**src/hdl/rv_core_pkg.sv**
```systemverilog
package rv_core_pkg;

    // datapath and register index widths
    parameter int XLEN      = 64;
    parameter int REG_IDX_W = 5;

    // how a result is shaped before it reaches the register file
    typedef enum logic [1:0] {
        EXT_NONE   = 2'd0, // full 64 bits
        EXT_SEXT_W = 2'd1, // lw, addw, divw and friends
        EXT_ZEXT_W = 2'd2, // lwu
        EXT_SEXT_H = 2'd3  // lh
    } ext_kind_e;

    // result source for writeback
    typedef enum logic {
        SRC_EX  = 1'b0,
        SRC_MEM = 1'b1
    } res_src_e;

endpackage

```
**src/hdl/wb_result.sv**
```systemverilog
`timescale 1ns/100ps

module wb_result #(
    parameter int NUM_REGS = 32
) (
    input  logic                              clk,
    input  logic                              rst_n,

    input  logic                              reg_wen,
    input  logic [rv_core_pkg::REG_IDX_W-1:0] rd,
    input  logic                              is_store,
    input  rv_core_pkg::res_src_e             res_src,
    input  logic                              fwd_hazard,
    input  logic [rv_core_pkg::XLEN-1:0]      ex_res,
    input  logic [rv_core_pkg::XLEN-1:0]      mem_res,
    input  rv_core_pkg::ext_kind_e            ext_kind,
    input  logic [rv_core_pkg::XLEN-1:0]      wb_pc,
    input  logic                              ebreak,

    output logic                              gpr_we,
    output logic [rv_core_pkg::REG_IDX_W-1:0] gpr_waddr,
    output logic [rv_core_pkg::XLEN-1:0]      gpr_wdata,
    output logic [rv_core_pkg::XLEN-1:0]      retire_pc,
    output logic                              halted
);

    logic [rv_core_pkg::XLEN-1:0] sel_res;
    logic                         rd_ok;

    // a forwarding hazard means the memory value is stale, keep ex
    assign sel_res = (res_src == rv_core_pkg::SRC_MEM && !fwd_hazard) ? mem_res : ex_res;

    always_comb begin
        gpr_wdata = sel_res;
        case (ext_kind)
            rv_core_pkg::EXT_SEXT_W: gpr_wdata = {{32{sel_res[31]}}, sel_res[31:0]};
            rv_core_pkg::EXT_ZEXT_W: gpr_wdata = {32'd0, sel_res[31:0]};
            rv_core_pkg::EXT_SEXT_H: gpr_wdata = {{48{sel_res[15]}}, sel_res[15:0]};
            default:                 gpr_wdata = sel_res;
        endcase
    end

    assign rd_ok     = (rd != '0) && (32'(rd) < NUM_REGS);
    assign gpr_waddr = rd;

    // stores never write a register, nothing writes once halted
    assign gpr_we = reg_wen && !is_store && rd_ok && !halted;

    // pc handed on for retirement one cycle later
    always_ff @(posedge clk or negedge rst_n) begin
        if (!rst_n) begin
            retire_pc <= '0;
        end else begin
            retire_pc <= wb_pc;
        end
    end

    // sticky until reset
    always_ff @(posedge clk or negedge rst_n) begin
        if (!rst_n) begin
            halted <= 1'b0;
        end else if (ebreak) begin
            halted <= 1'b1;
        end
    end

endmodule

```
**config.mk**
```make
export PLATFORM = sky130hd
export DESIGN_NAME = wb_result
export DESIGN_NICKNAME = d
export VERILOG_FILES = /design/src/hdl/rv_core_pkg.sv /design/src/hdl/wb_result.sv
export SDC_FILE = /design/constraint.sdc
export NUM_CORES = 1
export LEC_CHECK = 0
export ABC_AREA = 1
export BUFFER_PORTS_ARGS = -buffer_cell sky130_fd_sc_hd__buf_2
export CORE_AREA = 4 4 130 132
export DETAILED_ROUTE_END_ITERATION = 16
export DIE_AREA = 0 0 134 136
export GPL_TIMING_DRIVEN = 0
export PLACE_DENSITY = 0.5
export SYNTH_ARGS = -nofsm -noshare
export SYNTH_HDL_FRONTEND = slang
export SYNTH_SLANG_ARGS = --single-unit
```
**constraint.sdc**
```tcl
create_clock -name clk -period 0.9 [get_ports clk]
set_input_delay 0.09 -clock clk [delete_from_list [all_inputs] [get_ports clk]]
set_output_delay 0.09 -clock clk [all_outputs]
set_load 0.01 [all_outputs]
```
==> results.txt <==
1st-pass router iterations -> 4
H-Tree Depth -> 3
syn_nets -> 626
post-synthesis sequential area ratio -> 49.6%
ratio of cells with drive above 1 in the final layout -> 63.3%
Slew Limit Headroom -> 47.5%
CTS root buf -> clkbuf_16
Mapped Area -> 3280 um^2
endpoints failing hold -> 65
PD cells -> 1280 nW/um^2
TritonCTS buffer count -> 9
Sinks on Clock Net -> 65
Final Core Density -> 52.7%
grt met3 use -> 7.88%
WP data arrival -> 1080 ps
pre-CTS setup slack -> -495 ps
Worst-path clk slew -> 50 ps
RSZ-0062 raised after global routing -> yes
GPL Wtd Cong -> 0.768
Slew Viols, Final -> 0
Inserted Diodes -> 0
R2R depth -> 3
NumNets Final -> 1,075
die width -> 134 um
Pleak -> 4.54 nW
Initial Util -> 20.9%
Critical R2R Launch -> halted$_DFFE_PN0P_
Clock power frac -> 38.3%
num rows -> 46
commonest non-fill, non-tap cell in the layout -> buf_2
DRC Markers -> 0
pin count of the biggest net entering global routing -> 66
hold_buf cts -> 65
most frequent cells in the layout -> buf_2 (260), buf_6 (97), inv_1 (73)
area grow syn2layout -> 152%
I/O Pins -> 341
Worst Setup Start Kind -> primary input
Synthesis Warnings -> 0
die area -> 18,200 um^2
ratio of final minimum period to clock period -> 130%
WHS -> -142 ps
met1 Use GR -> 17.8%
Final Critical Period -> 1170 ps
routed vias -> 4,633
grt ovf -> 0
FMAX -> 855 MHz
clock tree buffer depth -> 2
vias in the first global route -> 4,805
#FFs+latches synth -> 65
status -> finished, violations left
net switching power -> 2.88 mW
failing checks -> hold timing, setup timing
crit path capture type -> primary output
CTS tree -> built
Avg Inst Size Synth -> 7.81 um^2
flop2flop setup slack -> -120 ps
WL/cell -> 16.6 um
initial antenna violation count -> 0
met2 global-route usage -> 33.3%
All-Layer GR Usage -> 17.7%
Starting DRT DRC Count -> 114
total power -> 10.6 mW
sequential share of power -> 29.5%
Post-Route WL -> 18,100 um
Max-Cap Viols -> 0
kind of critical path -> in2out
post-route cell area -> 8270 um^2
Sw Ratio -> 27.2%
FF-to-FF End -> halted$_DFFE_PN0P_
vias per inst -> 4.25
Setup WS post-layout -> -269 ps
most used routing layer -> met2
antenna violation net count after detailed routing -> 0
Worst Skew -> 0 ps
Detail Placement HPWL -> 12,100 um
Internal Power -> 7.72 mW
Syn Inst Count -> 420
Core Area -> 15,700 um^2
die height -> 136 um
IO Port Bufs -> 339
worst skew pair latency -> 330 ps
Req. time, crit path -> 810 ps
slew at the pin closest to its max-slew limit -> 788 ps
# setup viols final -> 125
placed cell area -> 5270 um^2
Max rail drop VDD -> 1460 uV
first-pass GRT wire length -> 25,100 um
Netlist cell types -> 16
crit-path max FO -> 7
type of the tightest min-delay check -> in2async
Comb pwr share -> 32.2%
-- state kept, by name (all words and copies together) (netlist names) --
register   flops
retire_pc     64
halted         1
-- Yosys cell counts --
cell | number | area [um^2]
buf_6 | 5 | 56.3
nand2_1 | 93 | 349
nor2_4 | 1 | 11.3
inv_1 | 76 | 285
nand2_4 | 4 | 45.0
o21ai_0 | 11 | 55.1
buf_2 | 14 | 70.1
dfrtp_1 | 65 | 1630
nand3_2 | 1 | 10.0
nand3_1 | 113 | 566
buf_4 | 14 | 105
o21ai_1 | 7 | 35.0
inv_2 | 1 | 3.75
nor3_1 | 1 | 5.00
nor2_1 | 13 | 48.8
or2_2 | 1 | 6.26
-- worst max-delay path, cell delays in order --
cell and delay, ps:
buf_8 110, clkinv_8 60, nand2_8 90, nand2_4 100, nand3_4 200, clkbuf_16 240, nand3_2 80, buf_6 110
-- how the worst max path moves through the flow --
stage                     slack [ps]          startpoint                     end
final                           -270          fwd_hazard           gpr_wdata[48]
after detailed placement        -490         ext_kind[1]           gpr_wdata[20]
after floorplan                    8             res_src           gpr_wdata[20]
after global routing            -330  halted$_DFFE_PN0P_                  gpr_we
after global placement          -510               rst_n  retire_pc[4]$_DFF_PN0_
after CTS                       -280  halted$_DFFE_PN0P_                  gpr_we
-- power groups by stage --
| stage | Combinational (mW) | Clock (mW) | Sequential [mW] |
|---|---|---|---|
| after floorplan | 0.814 | 0 | 3.24 |
| after global placement | 2.03 | 0 | 3.15 |
| after detailed placement | 2.02 | 0 | 3.15 |
| after CTS | 2.92 | 4.14 | 3.12 |
| after global routing | 3.65 | 4.28 | 3.14 |
| final | 3.41 | 4.06 | 3.13 |
-- timing repair --
action / CTS / global route
setup buffers: 16 / 8
gates resized for setup: 196 / 145
hold endpoints to repair: 130 / 65
endpoints found under the setup margin: 129 / 131
pin swaps: 14 / 39
gates cloned: 8 / 8
-- routing by layer --
| layer | wire, um | part of all wire (%) |
|---|---|---|
| met5 | 0 | 0 |
| met3 | 2000 | 11 |
| met1 | 6030 | 33 |
| met2 | 9720 | 54 |
| met4 | 323 | 1.8 |
-- logic make-up (layout without fill, tap and decap cells) --
group | count (synthesis) | in the layout | share of synthesized area (%)
buf+inv | 110 | 563 | 15.9
compound gates | 18 | 18 | 2.75
flops | 65 | 65 | 49.6
simple gates | 227 | 228 | 31.8
-- cell type report --
type / count / area (um^2)
Multi-Input combinational cell: 246 / 1920
Sequential cell: 65 / 1630
Inverter: 77 / 304
Clock inverter: 6 / 113
Clock buffer: 10 / 239
Fill cell: 1372 / 7440
Buffer: 30 / 379
Timing Repair Buffer: 440 / 3430
Tap cell: 216 / 270
-- stage by stage --
step / setup TNS, ps / std cells
floorplan: 0 / 420
global placement: -52550 / 975
detailed placement: -19570 / 975
CTS: -13320 / 1078
global route: -17720 / 1090
finish: -13540 / 1090
No activity file was read; power rests on OpenSTA's default activity.
