**src/hdl/mem_bus_pkg.sv**
```systemverilog
package mem_bus_pkg;

    // one strobe bit per data byte
    parameter int STRB_W = 8;

    // store writer states, in the order they are walked
    typedef enum logic [1:0] {
        ST_IDLE  = 2'd0,
        ST_WRITE = 2'd1, // request held until accepted
        ST_WRESP = 2'd2, // waiting for the acknowledge
        ST_DONE  = 2'd3  // one cycle completion
    } st_state_e;

endpackage

```
**src/hdl/rv_core_pkg.sv**
```systemverilog
package rv_core_pkg;

    // datapath and register index widths
    parameter int XLEN      = 64;
    parameter int REG_IDX_W = 5;

    // how a result is shaped before it reaches the register file
    typedef enum logic [1:0] {
        EXT_NONE   = 2'd0, // full 64 bits
        EXT_SEXT_W = 2'd1, // lw, addw, divw and friends
        EXT_ZEXT_W = 2'd2, // lwu
        EXT_SEXT_H = 2'd3  // lh
    } ext_kind_e;

    // result source for writeback
    typedef enum logic {
        SRC_EX  = 1'b0,
        SRC_MEM = 1'b1
    } res_src_e;

endpackage

```
**src/hdl/store_writer.sv**
```systemverilog
`timescale 1ns/100ps

module store_writer (
    input  logic                                clk,
    input  logic                                rst_n,

    input  logic                                is_store,
    input  logic [rv_core_pkg::XLEN-1:0]        rs1_data,
    input  logic [31:0]                         st_imm,
    input  logic [rv_core_pkg::XLEN-1:0]        st_data,
    input  logic [mem_bus_pkg::STRB_W-1:0]      st_strb,

    // write bus
    input  logic                                wr_done,
    input  logic                                wr_resp,
    output logic                                wr_req,
    output logic [rv_core_pkg::XLEN-1:0]        wr_addr,
    output logic [rv_core_pkg::XLEN-1:0]        wr_data,
    output logic [mem_bus_pkg::STRB_W-1:0]      wr_strb,

    output logic                                store_done,
    output logic                                store_busy
);

    mem_bus_pkg::st_state_e state;
    mem_bus_pkg::st_state_e state_nxt;

    logic [rv_core_pkg::XLEN-1:0] st_addr;

    // base plus sign extended offset
    assign st_addr = rs1_data + {{(rv_core_pkg::XLEN-32){st_imm[31]}}, st_imm};

    always_ff @(posedge clk or negedge rst_n) begin
        if (!rst_n) begin
            state <= mem_bus_pkg::ST_IDLE;
        end else begin
            state <= state_nxt;
        end
    end

    always_comb begin
        state_nxt = state;
        case (state)
            mem_bus_pkg::ST_IDLE: begin
                if (is_store) begin
                    state_nxt = mem_bus_pkg::ST_WRITE;
                end
            end
            mem_bus_pkg::ST_WRITE: begin
                if (wr_done) begin
                    state_nxt = mem_bus_pkg::ST_WRESP; // accepted
                end
            end
            mem_bus_pkg::ST_WRESP: begin
                if (wr_resp) begin
                    state_nxt = mem_bus_pkg::ST_DONE;
                end
            end
            mem_bus_pkg::ST_DONE: begin
                state_nxt = mem_bus_pkg::ST_IDLE;
            end
            default: begin
                state_nxt = mem_bus_pkg::ST_IDLE;
            end
        endcase
    end

    // the bus sees zeros whenever no store is under way
    always_ff @(posedge clk or negedge rst_n) begin
        if (!rst_n) begin
            wr_addr <= '0;
            wr_data <= '0;
            wr_strb <= '0;
        end else begin
            case (state)
                mem_bus_pkg::ST_IDLE: begin
                    if (is_store) begin
                        wr_addr <= st_addr;
                        wr_data <= st_data;
                        wr_strb <= st_strb;
                    end
                end
                mem_bus_pkg::ST_DONE: begin
                    wr_addr <= '0;
                    wr_data <= '0;
                    wr_strb <= '0;
                end
                default: begin
                    // hold through write and response
                end
            endcase
        end
    end

    assign wr_req     = (state == mem_bus_pkg::ST_WRITE);
    assign store_done = (state == mem_bus_pkg::ST_DONE);
    assign store_busy = (state != mem_bus_pkg::ST_IDLE); // upstream holds stores

endmodule

```
**config.mk**
```make
export PLATFORM = sky130hd
export DESIGN_NAME = store_writer
export DESIGN_NICKNAME = d
export VERILOG_FILES = /design/src/hdl/mem_bus_pkg.sv /design/src/hdl/rv_core_pkg.sv /design/src/hdl/store_writer.sv
export SDC_FILE = /design/constraint.sdc
export NUM_CORES = 1
export LEC_CHECK = 0
export ABC_AREA = 1
export BUFFER_PORTS_ARGS = -buffer_cell sky130_fd_sc_hd__buf_2
export CAP_MARGIN = 10
export CORE_MARGIN = 2
export CORE_UTILIZATION = 48
export DETAILED_ROUTE_END_ITERATION = 7
export GPL_TIMING_DRIVEN = 0
export PLACE_DENSITY_LB_ADDON = 0.25
export SETUP_SLACK_MARGIN = 0.02
export SLEW_MARGIN = 10
export SYNTH_ARGS = -nofsm -noshare
export SYNTH_HDL_FRONTEND = slang
export SYNTH_SLANG_ARGS = --single-unit
```
**constraint.sdc**
```tcl
create_clock -name clk -period 1.8 [get_ports clk]
set_input_delay 0.36 -clock clk [delete_from_list [all_inputs] [get_ports clk]]
set_output_delay 0.36 -clock clk [all_outputs]
set_load 0.02 [all_outputs]
```
==> results of run 1 <==
==> report_power, final <==
part / internal, mW / switching, mW / total [mW]
clock: 1.82 / 1.62 / 3.44
sequential: 4.56 / 0.735 / 5.30
combinational: 4.80 / 7.58 / 12.4
==> repair_timing <==
item	4_1_cts	5_1_grt
resized for setup	62	184
hold endpoints to repair	47	0
setup buffers	6	7
cloned	0	5
endpoints found under the setup margin	136	137
hold buffers	1	0
pin swaps	4	23
==> metrics by stage <==
stage	setup slack (ps)	util, %
2_1_floorplan	24.06	-
4_1_cts	-63.49	62.25
6_report	-96.14	66.19
3_5_place_dp	-940.6	58.23
3_3_place_gp	-1556	58.08
5_1_grt	-129.0	66.19
==> cell usage after synthesis (all sizes together) (2+ instances only) <==
cell type | n | area (um^2)
o21bai | 3 | 22.52
nor4 | 2 | 12.51
xnor2 | 2 | 17.52
a22o | 73 | 639.4
nor2 | 128 | 483.0
nand4 | 9 | 56.30
nor3 | 14 | 70.07
o21ai | 42 | 214.0
ha | 67 | 838.3
xor2 | 2 | 17.52
a21oi | 63 | 315.3
dfrtp | 138 | 3453
nand3 | 68 | 340.3
or2 | 4 | 25.02
o31ai | 2 | 15.01
nand2 | 726 | 2728
inv | 340 | 1276
buf | 28 | 196.4
==> final cells by class <==
cell class	count	area share [%]
Buffer	28	1.926
Clock buffer	18	2.962
Clock inverter	14	0.8635
Inverter	340	8.842
Multi-Input combinational cell	1209	46.33
Sequential cell	138	23.83
Tap cell	280	2.418
Timing Repair Buffer	331	12.82
==> final timing paths <==
path / end / slack [ps] / cells past startpoint
worst max-delay path: wr_data[61] / -100 / 11
worst min-delay path: wr_strb[7] / 140 / 2
worst max register to register: wr_data[61] / -100 / 11
worst min register to register: wr_addr[55] / 470 / 2
max in group asynchronous: wr_addr[19] / 520 / 3
min in group asynchronous: wr_data[33] / 450 / 2
==> logic make-up (layout without fill, tap and decap cells) <==
| group | Yosys count | in the layout | share of synthesized area, % |
|---|---|---|---|
| compound gates | 185 | 185 | 11.37 |
| xor+xnor | 4 | 4 | 0.3254 |
| simple gates | 952 | 952 | 34.55 |
| flops | 138 | 138 | 32.07 |
| buf+inv | 369 | 731 | 13.71 |
| fa+ha+maj | 68 | 68 | 7.970 |
==> worst max-delay path: stages (launching register included) <==
cell	delay (ps)
dfrtp_1	420
inv_2	110
ha_4	140
inv_2	40
or2_4	240
o21ai_4	100
inv_2	70
nand2_4	90
inv_6	50
clkbuf_16	170
clkbuf_16	170
a22o_1	180
==> registers in the layout (all words and copies together) (netlist names) <==
signal	flops
wr_strb	8
wr_data	64
wr_addr	64
state	2
==> routing by layer <==
metal / GRT usage (%) / part of all wire [%] / up-vias
met5: 0 / 0 / -
met2: 51.49 / 46 / 455
met3: 5.327 / 7.4 / 92
met1: 41.36 / 43 / 5478
li1: - / - / 5982
met4: 13.32 / 4.0 / 0
==> flow_summary.json, run 1 <==
{
  "die-width_um": 153.8,
  "numCtsBuffers": 17,
  "grt_usage_pct": 31.48,
  "clk_path_buf_depth": 2,
  "die_h_um": 153.8,
  "worstPathMaxFanout": 6,
  "setup-tns-final_ps": -4354,
  "p_leak_nw": 8.618,
  "drc": 0,
  "timing_worst_slew_pin_value_ps": 486.7,
  "whs_ps": 141.8,
  "avgSynthCellArea_um2": 6.276,
  "grt_max_degree": 92,
  "arrival_ps": 2210,
  "nets": 2306,
  "hp-start": "st_strb[7]",
  "path_clk_slew_ps": 70,
  "total_power_mw": 21.12,
  "final_cell_mix": "678 x nand2_1, 334 x inv_1, 316 x buf_2",
  "yosys.cell_types.count": 30,
  "via_per_inst": 5.092,
  "critPathCaptureType": "flip-flop",
  "wl_per_cell_um": 16.59,
  "grt_pass1_vias": 11016,
  "timing.rr.start": "state[0]",
  "skew_ps": 6.642,
  "synth_fp_nets": 1957,
  "gp_congestion": 1.009,
  "final_area_um2": 14490,
  "diodes": 0,
  "min_period_ps": 1896,
  "tritoncts": "yes",
  "ir_drop_mv": 0.7167,
  "seq_area_um2": 3453,
  "dr.pass1.iters": 7,
  "die_area_um2": 23650,
  "grt-ovfl-total": 0,
  "rsz0062_at_grt": "true",
  "mostFrequentLayoutCell": "nand2_1",
  "postRouteAntennaNets": 0,
  "max_cap_viol_count": 0,
  "core_area_um2": 21890,
  "powerDensity_nw_per_um2": 1458,
  "slew_violations": 0,
  "yosysSeqAreaShare_pct": 32.07,
  "setup_violations": 93,
  "crit_required_ps": 2120,
  "synth-main-ff-cell": "dfrtp_1",
  "crit_start": "state[0]",
  "min_path_type": "in2reg",
  "place_area_um2": 12750,
  "grt_antenna_before_repair": 0,
  "drt-total-wl_um": 39120,
  "cp-start-kind": "flip-flop",
  "clock_sinks": 138,
  "final_hold_viol_count": 0,
  "path_class": "reg2reg",
  "async_reset_ff_share_pct": 100.0,
  "io_pins": 312,
  "relSlewSlack_pct": 67.55,
  "outcome": "complete, but fails checks",
  "synth_cells": 1716,
  "insertion_delay_ps": 430,
  "violations": "negative setup slack",
  "drtIter0Drc": 953,
  "htree_levels": 4,
  "max_freq_ghz": 0.5274,
  "port_buffers": 311,
  "area_growth_pct": 34.55,
  "period_share_pct": 105.3,
  "final_cells": 2358,
  "num_rows": 54,
  "ys_seq_elements": 138,
  "num_vias": 12007,
  "dp_cells": 2308,
  "synth-edff-count": 0,
  "multi_input_area_um2": 6714,
  "ys_warn_count": 0,
  "n_fill_cell": 2048,
  "synth_area_um2": 10770,
  "cts_root_buf": "clkbuf_16",
  "setup_ws_ps": -96.14,
  "initial_core_util_pct": 49.19,
  "grt_pass1_wl_um": 58190,
  "hpwl_um": 30730,
  "drive_above_1_share_pct": 27.29
}
Note: power is estimated with default switching activity, not from simulation.
==> run 2, diff against run 1 <==
--- a/config.mk
+++ b/config.mk
@@ -8,8 +8,9 @@
 export ABC_AREA = 1
 export BUFFER_PORTS_ARGS = -buffer_cell sky130_fd_sc_hd__buf_2
 export CAP_MARGIN = 10
-export CORE_MARGIN = 2
-export CORE_UTILIZATION = 48
+export CORE_UTILIZATION = 49
+export CTS_BUF_LIST = sky130_fd_sc_hd__clkbuf_4 sky130_fd_sc_hd__clkbuf_8
+export CTS_CLUSTER_SIZE = 10
 export DETAILED_ROUTE_END_ITERATION = 7
 export GPL_TIMING_DRIVEN = 0
 export PLACE_DENSITY_LB_ADDON = 0.25
==> flow_summary.json, run 2 (synthesized netlist as in run 1, its figures left out) <==
{
  "postRouteAntennaNets": 0,
  "min_period_ps": 1844,
  "grt-ovfl-total": 0,
  "n_fill_cell": 1949,
  "die-width_um": 150.3,
  "path_clk_slew_ps": 100,
  "outcome": "complete, but fails checks",
  "io_pins": 312,
  "final_cell_mix": "692 x nand2_1, 332 x inv_1, 306 x buf_2",
  "period_share_pct": 102.5,
  "crit_top_cell": "inv_2",
  "violations": "negative setup slack",
  "drtIter0Drc": 757,
  "timing_worst_slew_pin_value_ps": 752.8,
  "numCtsBuffers": 17,
  "htree_levels": 4,
  "reg_top3": "wr_addr (64), wr_data (64), wr_strb (8)",
  "arrival_ps": 2180,
  "core_area_um2": 21290,
  "final_cells": 2364,
  "ir_drop_mv": 0.6775,
  "grt_max_degree": 79,
  "wl_per_cell_um": 16.79,
  "drc": 0,
  "initial_core_util_pct": 50.59,
  "drive_above_1_share_pct": 26.88,
  "gp_congestion": 0.9591,
  "cp-start-kind": "flip-flop",
  "final_hold_viol_count": 0,
  "setup_ws_ps": -44.10,
  "relSlewSlack_pct": 49.81,
  "grt_usage_pct": 33.70,
  "via_per_inst": 5.143,
  "skew_ps": 22.25,
  "area_growth_pct": 35.17,
  "powerDensity_nw_per_um2": 1478,
  "place_area_um2": 12740,
  "num_vias": 12158,
  "fin_util_pct": 68.38,
  "port_buffers": 311,
  "rsz0062_at_grt": "true",
  "path_class": "reg2reg",
  "crit_required_ps": 2140,
  "die_h_um": 150.3,
  "mostFrequentLayoutCell": "nand2_1",
  "p_leak_nw": 8.657,
  "setup_violations": 68,
  "dr.pass1.iters": 7,
  "die_area_um2": 22580,
  "slew_violations": 0,
  "num_rows": 53,
  "min_path_type": "in2reg",
  "drt-total-wl_um": 39680,
  "worstPathMaxFanout": 6,
  "grt_pass1_vias": 10971,
  "cts_root_buf": "clkbuf_8",
  "clock_sinks": 138,
  "tritoncts": "yes",
  "max_freq_ghz": 0.5423,
  "final_area_um2": 14560,
  "crit_chain": "inv_2 > ha_4 > inv_2 > or2_1 > o21ai_2 > inv_2 > nand2_4 > inv_6 > buf_12 > clkbuf_16 > a22o_1",
  "max_cap_viol_count": 0,
  "critPathCaptureType": "flip-flop",
  "clk_path_buf_depth": 2,
  "insertion_delay_ps": 460,
  "grt_antenna_before_repair": 1,
  "hpwl_um": 30580,
  "critPathMaxStageDelay_ps": 430,
  "grt_pass1_wl_um": 57620,
  "nets": 2315,
  "crit_path_top_delay_cell": "dfrtp_1",
  "dp_cells": 2303
}
[run 2: cell count changes in the layout (fill, tap and decap cells not counted), sizes merged]
| cell | before | now |
|---|---|---|
| diode | 0 | 2 |
| bufinv | 0 | 1 |
| inv | 349 | 344 |
| clkinvlp | 4 | 3 |
| clkinv | 1 | 5 |
| buf | 347 | 357 |
[run 2: cell type report]
cell class                      count  area [um^2]  area share (%)
Clock inverter                     13        116.4          0.7994
Multi-Input combinational cell   1209         6666           45.80
Buffer                             28        371.6           2.553
Sequential cell                   138         3453           23.72
Antenna cell                        2        5.005         0.03438
Inverter                          340         1281           8.802
Tap cell                          275        344.1           2.364
Timing Repair Buffer              340         2069           14.22
Clock buffer                       19        249.0           1.711
[run 2: where the power goes]
group | leakage (nW) | total (mW) | internal, mW | switching, mW
registers | 1.74 | 5.31 | 4.56 | 0.754
logic | 6.73 | 13.7 | 5.79 | 7.91
clock network | 0.184 | 2.51 | 1.13 | 1.38
[run 2: repair_timing]
| action | CTS | global route |
|---|---|---|
| resized for setup | 75 | 186 |
| hold endpoints to repair | 77 | 0 |
| pin swaps | 7 | 27 |
| setup endpoints to repair | 136 | 139 |
| buffers inserted | 12 | 3 |
| cloned | 4 | 8 |
| hold buffers | 1 | 0 |
[run 2: layer usage]
layer | global-route usage, % | part of all wire, %
met1 | 42.61 | 41
met2 | 56.62 | 46
met3 | 6.485 | 8.4
met4 | 13.03 | 4.2
met5 | 0 | 0
[run 2: critical path: cells and delay by family (launching register included)]
family	cells	cell delay (ps)
AOI/OAI and AO/OA	2	290
adders and majority gates	1	130
buffers and inverters	6	550
DFF	1	430
and+or+nand+nor	2	320
[run 2: worst paths after layout]
check,startpoint,endpoint,slack (ps),cells after the start
max in group asynchronous,rst_n,wr_addr[12],500,3
hold reg to reg,wr_addr[16],wr_addr[16],480,2
hold / removal,st_data[4],wr_data[4],120,2
setup reg to reg,state[0],wr_data[55],-40,11
setup / recovery,state[0],wr_data[55],-40,11
min in group asynchronous,rst_n,wr_data[30],520,2
[run 2: stage by stage]
stage / worst slack (ps) / hold WS [ps] / power, mW / setup TNS, ps
floorplan: 24.06 / 64.41 / 12.19 / 0
CTS: -30.35 / 107.0 / 19.95 / -946.6
finish: -44.10 / 120.6 / 21.51 / -1111
global placement: -1581 / 459.9 / 15.79 / -252220
global route: -104.2 / 110.8 / 22.74 / -7821
detailed placement: -1015 / 459.2 / 15.96 / -41970
==> run 3, diff against run 2 <==
--- a/config.mk
+++ b/config.mk
@@ -5,10 +5,9 @@
 export SDC_FILE = /design/constraint.sdc
 export NUM_CORES = 1
 export LEC_CHECK = 0
-export ABC_AREA = 1
 export BUFFER_PORTS_ARGS = -buffer_cell sky130_fd_sc_hd__buf_2
 export CAP_MARGIN = 10
-export CORE_UTILIZATION = 49
+export CORE_UTILIZATION = 48
 export CTS_BUF_LIST = sky130_fd_sc_hd__clkbuf_4 sky130_fd_sc_hd__clkbuf_8
 export CTS_CLUSTER_SIZE = 10
 export DETAILED_ROUTE_END_ITERATION = 7
==> flow_summary.json, run 3 <==
{
  "slew_violations": 0,
  "grt_max_degree": 88,
  "min_period_ps": 2923,
  "crit_required_ps": 2170,
  "via_per_inst": 5.571,
  "outcome": "complete, but fails checks",
  "seq_area_um2": 3455,
  "ys_seq_elements": 138,
  "numCtsBuffers": 17,
  "port_buffers": 311,
  "setup_violations": 54,
  "post-synth-top-count-cell": "nand2_1",
  "fin_util_pct": 70.47,
  "yosys.cell_types.count": 74,
  "area_growth_pct": 41.64,
  "wl_per_cell_um": 17.69,
  "violations": "design-rule violations, negative setup slack",
  "r2r_slack_ps": -270,
  "ys_warn_count": 0,
  "postRouteAntennaNets": 0,
  "synth_area_um2": 9059,
  "timing_worst_slew_pin_value_ps": 850.0,
  "yosysSeqAreaShare_pct": 38.12,
  "p_comb_share_pct": 59.0,
  "synthSimpleGateAreaFrac_pct": 18.54,
  "max_freq_ghz": 0.3421,
  "htree_levels": 4,
  "skew_ps": 14.74,
  "reg_top3": "wr_addr (64), wr_data (64), wr_strb (8)",
  "initial_core_util_pct": 49.75,
  "grt-ovfl-total": 0,
  "p_sw_share_pct": 46.35,
  "relSlewSlack_pct": 42.82,
  "grt_pass1_wl_um": 44620,
  "gp_congestion": 0.8904,
  "synth_area_leaders": "dfrtp_1 38%, ha_1 9.3%, o21ai_0 9.0%",
  "whs_ps": 150.2,
  "critPathCaptureType": "flip-flop",
  "path_clk_slew_ps": 100,
  "synth_common_cells": "182 x nand2_1, 163 x o21ai_0, 138 x dfrtp_1",
  "max_cap_viol_count": 0,
  "core_area_um2": 18210,
  "power_frac_clock_pct": 12.9,
  "synth_top_area_share_pct": 38.12,
  "drive_above_1_share_pct": 39.46,
  "muxShareOfSynthArea_pct": 0.1105,
  "setup-tns-final_ps": -33840,
  "clk_path_buf_depth": 2,
  "min_path_type": "in2reg",
  "rsz0062_at_grt": "true",
  "final_hold_viol_count": 0,
  "internal_power_mw": 10.16,
  "p_leak_nw": 6.309,
  "synth_fp_nets": 1285,
  "grt_pass1_vias": 8669,
  "clock_sinks": 138,
  "grt_usage_pct": 29.02,
  "synth_fa_ha_area_share_pct": 9.475,
  "drc": 1,
  "synthXorXnorAreaFrac_pct": 5.608,
  "hpwl_um": 21310,
  "setup_ws_ps": -1123,
  "yosysTopAreaCell": "dfrtp_1",
  "dr.pass1.iters": 8,
  "seq_power_share_pct": 28.1,
  "mostFrequentLayoutCell": "buf_2",
  "tritoncts": "yes",
  "num_vias": 9265,
  "final_cell_mix": "310 x buf_2, 171 x nand2_1, 137 x dfrtp_1",
  "synth-main-ff-cell": "dfrtp_1",
  "multi_input_area_um2": 5951,
  "period_share_pct": 162.4,
  "die-width_um": 139.4,
  "worstPathMaxFanout": 4,
  "async_reset_ff_share_pct": 100.0,
  "synth_top_family_by_area": "compound AO/OA/AOI/OAI gates",
  "ir_drop_mv": 0.6635,
  "drt-total-wl_um": 29430,
  "synth-edff-count": 0,
  "p_sw_mw": 8.781,
  "dp_cells": 1585,
  "final_cells": 1663,
  "synth_cells": 1044,
  "io_pins": 312,
  "die_area_um2": 19430,
  "synth_compound_area_share_pct": 23.84,
  "cp-start-kind": "input port",
  "cts_root_buf": "clkbuf_8",
  "nets": 1660,
  "n_fill_cell": 1425,
  "drtIter0Drc": 427,
  "powerDensity_nw_per_um2": 1476,
  "avgSynthCellArea_um2": 8.677,
  "num_rows": 49,
  "path_class": "in2reg",
  "die_h_um": 139.4,
  "grt_antenna_before_repair": 3,
  "insertion_delay_ps": 450,
  "arrival_ps": 3290
}
-- run 3: cell count changes in the layout (fill, tap and decap cells not counted), sizes merged, moves of 33 or more --
cell,change
a22o,-73
o21ai,+128
inv,-317
nand2b,+79
nor2,-99
nand3,-58
xnor2,+33
nand2,-544
-- run 3: routing by layer --
layer | global-route usage (%) | wire length, um | up-vias
met5 | 0 | 9 | -
met4 | 12.16 | 1105 | 2
met3 | 6.332 | 1945 | 74
met2 | 49.54 | 14730 | 368
met1 | 35.39 | 11630 | 4394
li1 | - | - | 4427
-- run 3: final timing paths --
path,start,to,depth (start not counted)
setup / recovery,rs1_data[0],wr_addr[56],17
hold / removal,st_data[16],wr_data[16],3
setup reg to reg,state[1],wr_addr[46],6
hold reg to reg,wr_addr[35],wr_addr[35],2
max in group asynchronous,rst_n,wr_addr[27],3
min in group asynchronous,rst_n,wr_data[13],2
-- run 3: cell families after synthesis --
group	count (synthesis)
buffers and inverters	79
xor gates and xnor gates	58
muxes	1
adders and majority gates	68
and+or+nand+nor	351
AOI/OAI and AO/OA	349
DFF	138
-- run 3: power by group through the flow --
stage / clock network [mW] / registers (mW) / logic (mW)
after floorplan: 0 / 6.98 / 4.16
final: 2.44 / 5.32 / 11.2
after global routing: 2.62 / 5.48 / 12.1
after detailed placement: 0 / 5.32 / 9.13
after global placement: 0 / 5.28 / 8.96
after CTS: 2.48 / 5.27 / 10.0
-- run 3: worst max-delay path: stages --
cell	delay (ps)
buf_6	80
ha_4	150
inv_2	40
fa_2	330
and2b_1	240
o211ai_1	150
a31oi_2	200
buf_4	150
a31o_4	150
a41o_1	220
a41oi_2	180
o21ai_2	240
a31oi_4	130
o211ai_4	260
a31oi_2	130
xor2_1	160
o21ai_1	130
-- run 3: cell type report --
cell class                 instances  area share [%]
antenna                            2         0.03901
inverter                          17          0.4973
clock buffer                      18           1.882
buffer                            58           4.417
clock inverter                    14          0.9654
sequential                       138           26.92
timing repair buffer             360           16.66
tap                              229           2.233
multi-input combinational        827           46.38
-- run 3: stage by stage --
step	area (um^2)	setup slack, ps	power, mW
6_report	12830	-1123	18.94
3_3_place_gp	11080	-1961	14.24
4_1_cts	12090	-1126	17.77
5_1_grt	12830	-1244	20.18
3_5_place_dp	11110	-1991	14.45
2_1_floorplan	9234	-1148	11.14
-- run 3: what timing repair did --
item	CTS	global route
setup buffers	26	22
pin swaps	35	59
cloned	0	5
gates resized for setup	110	186
endpoints found under the hold margin	51	0
setup endpoints to repair	137	128
hold buffers	1	0
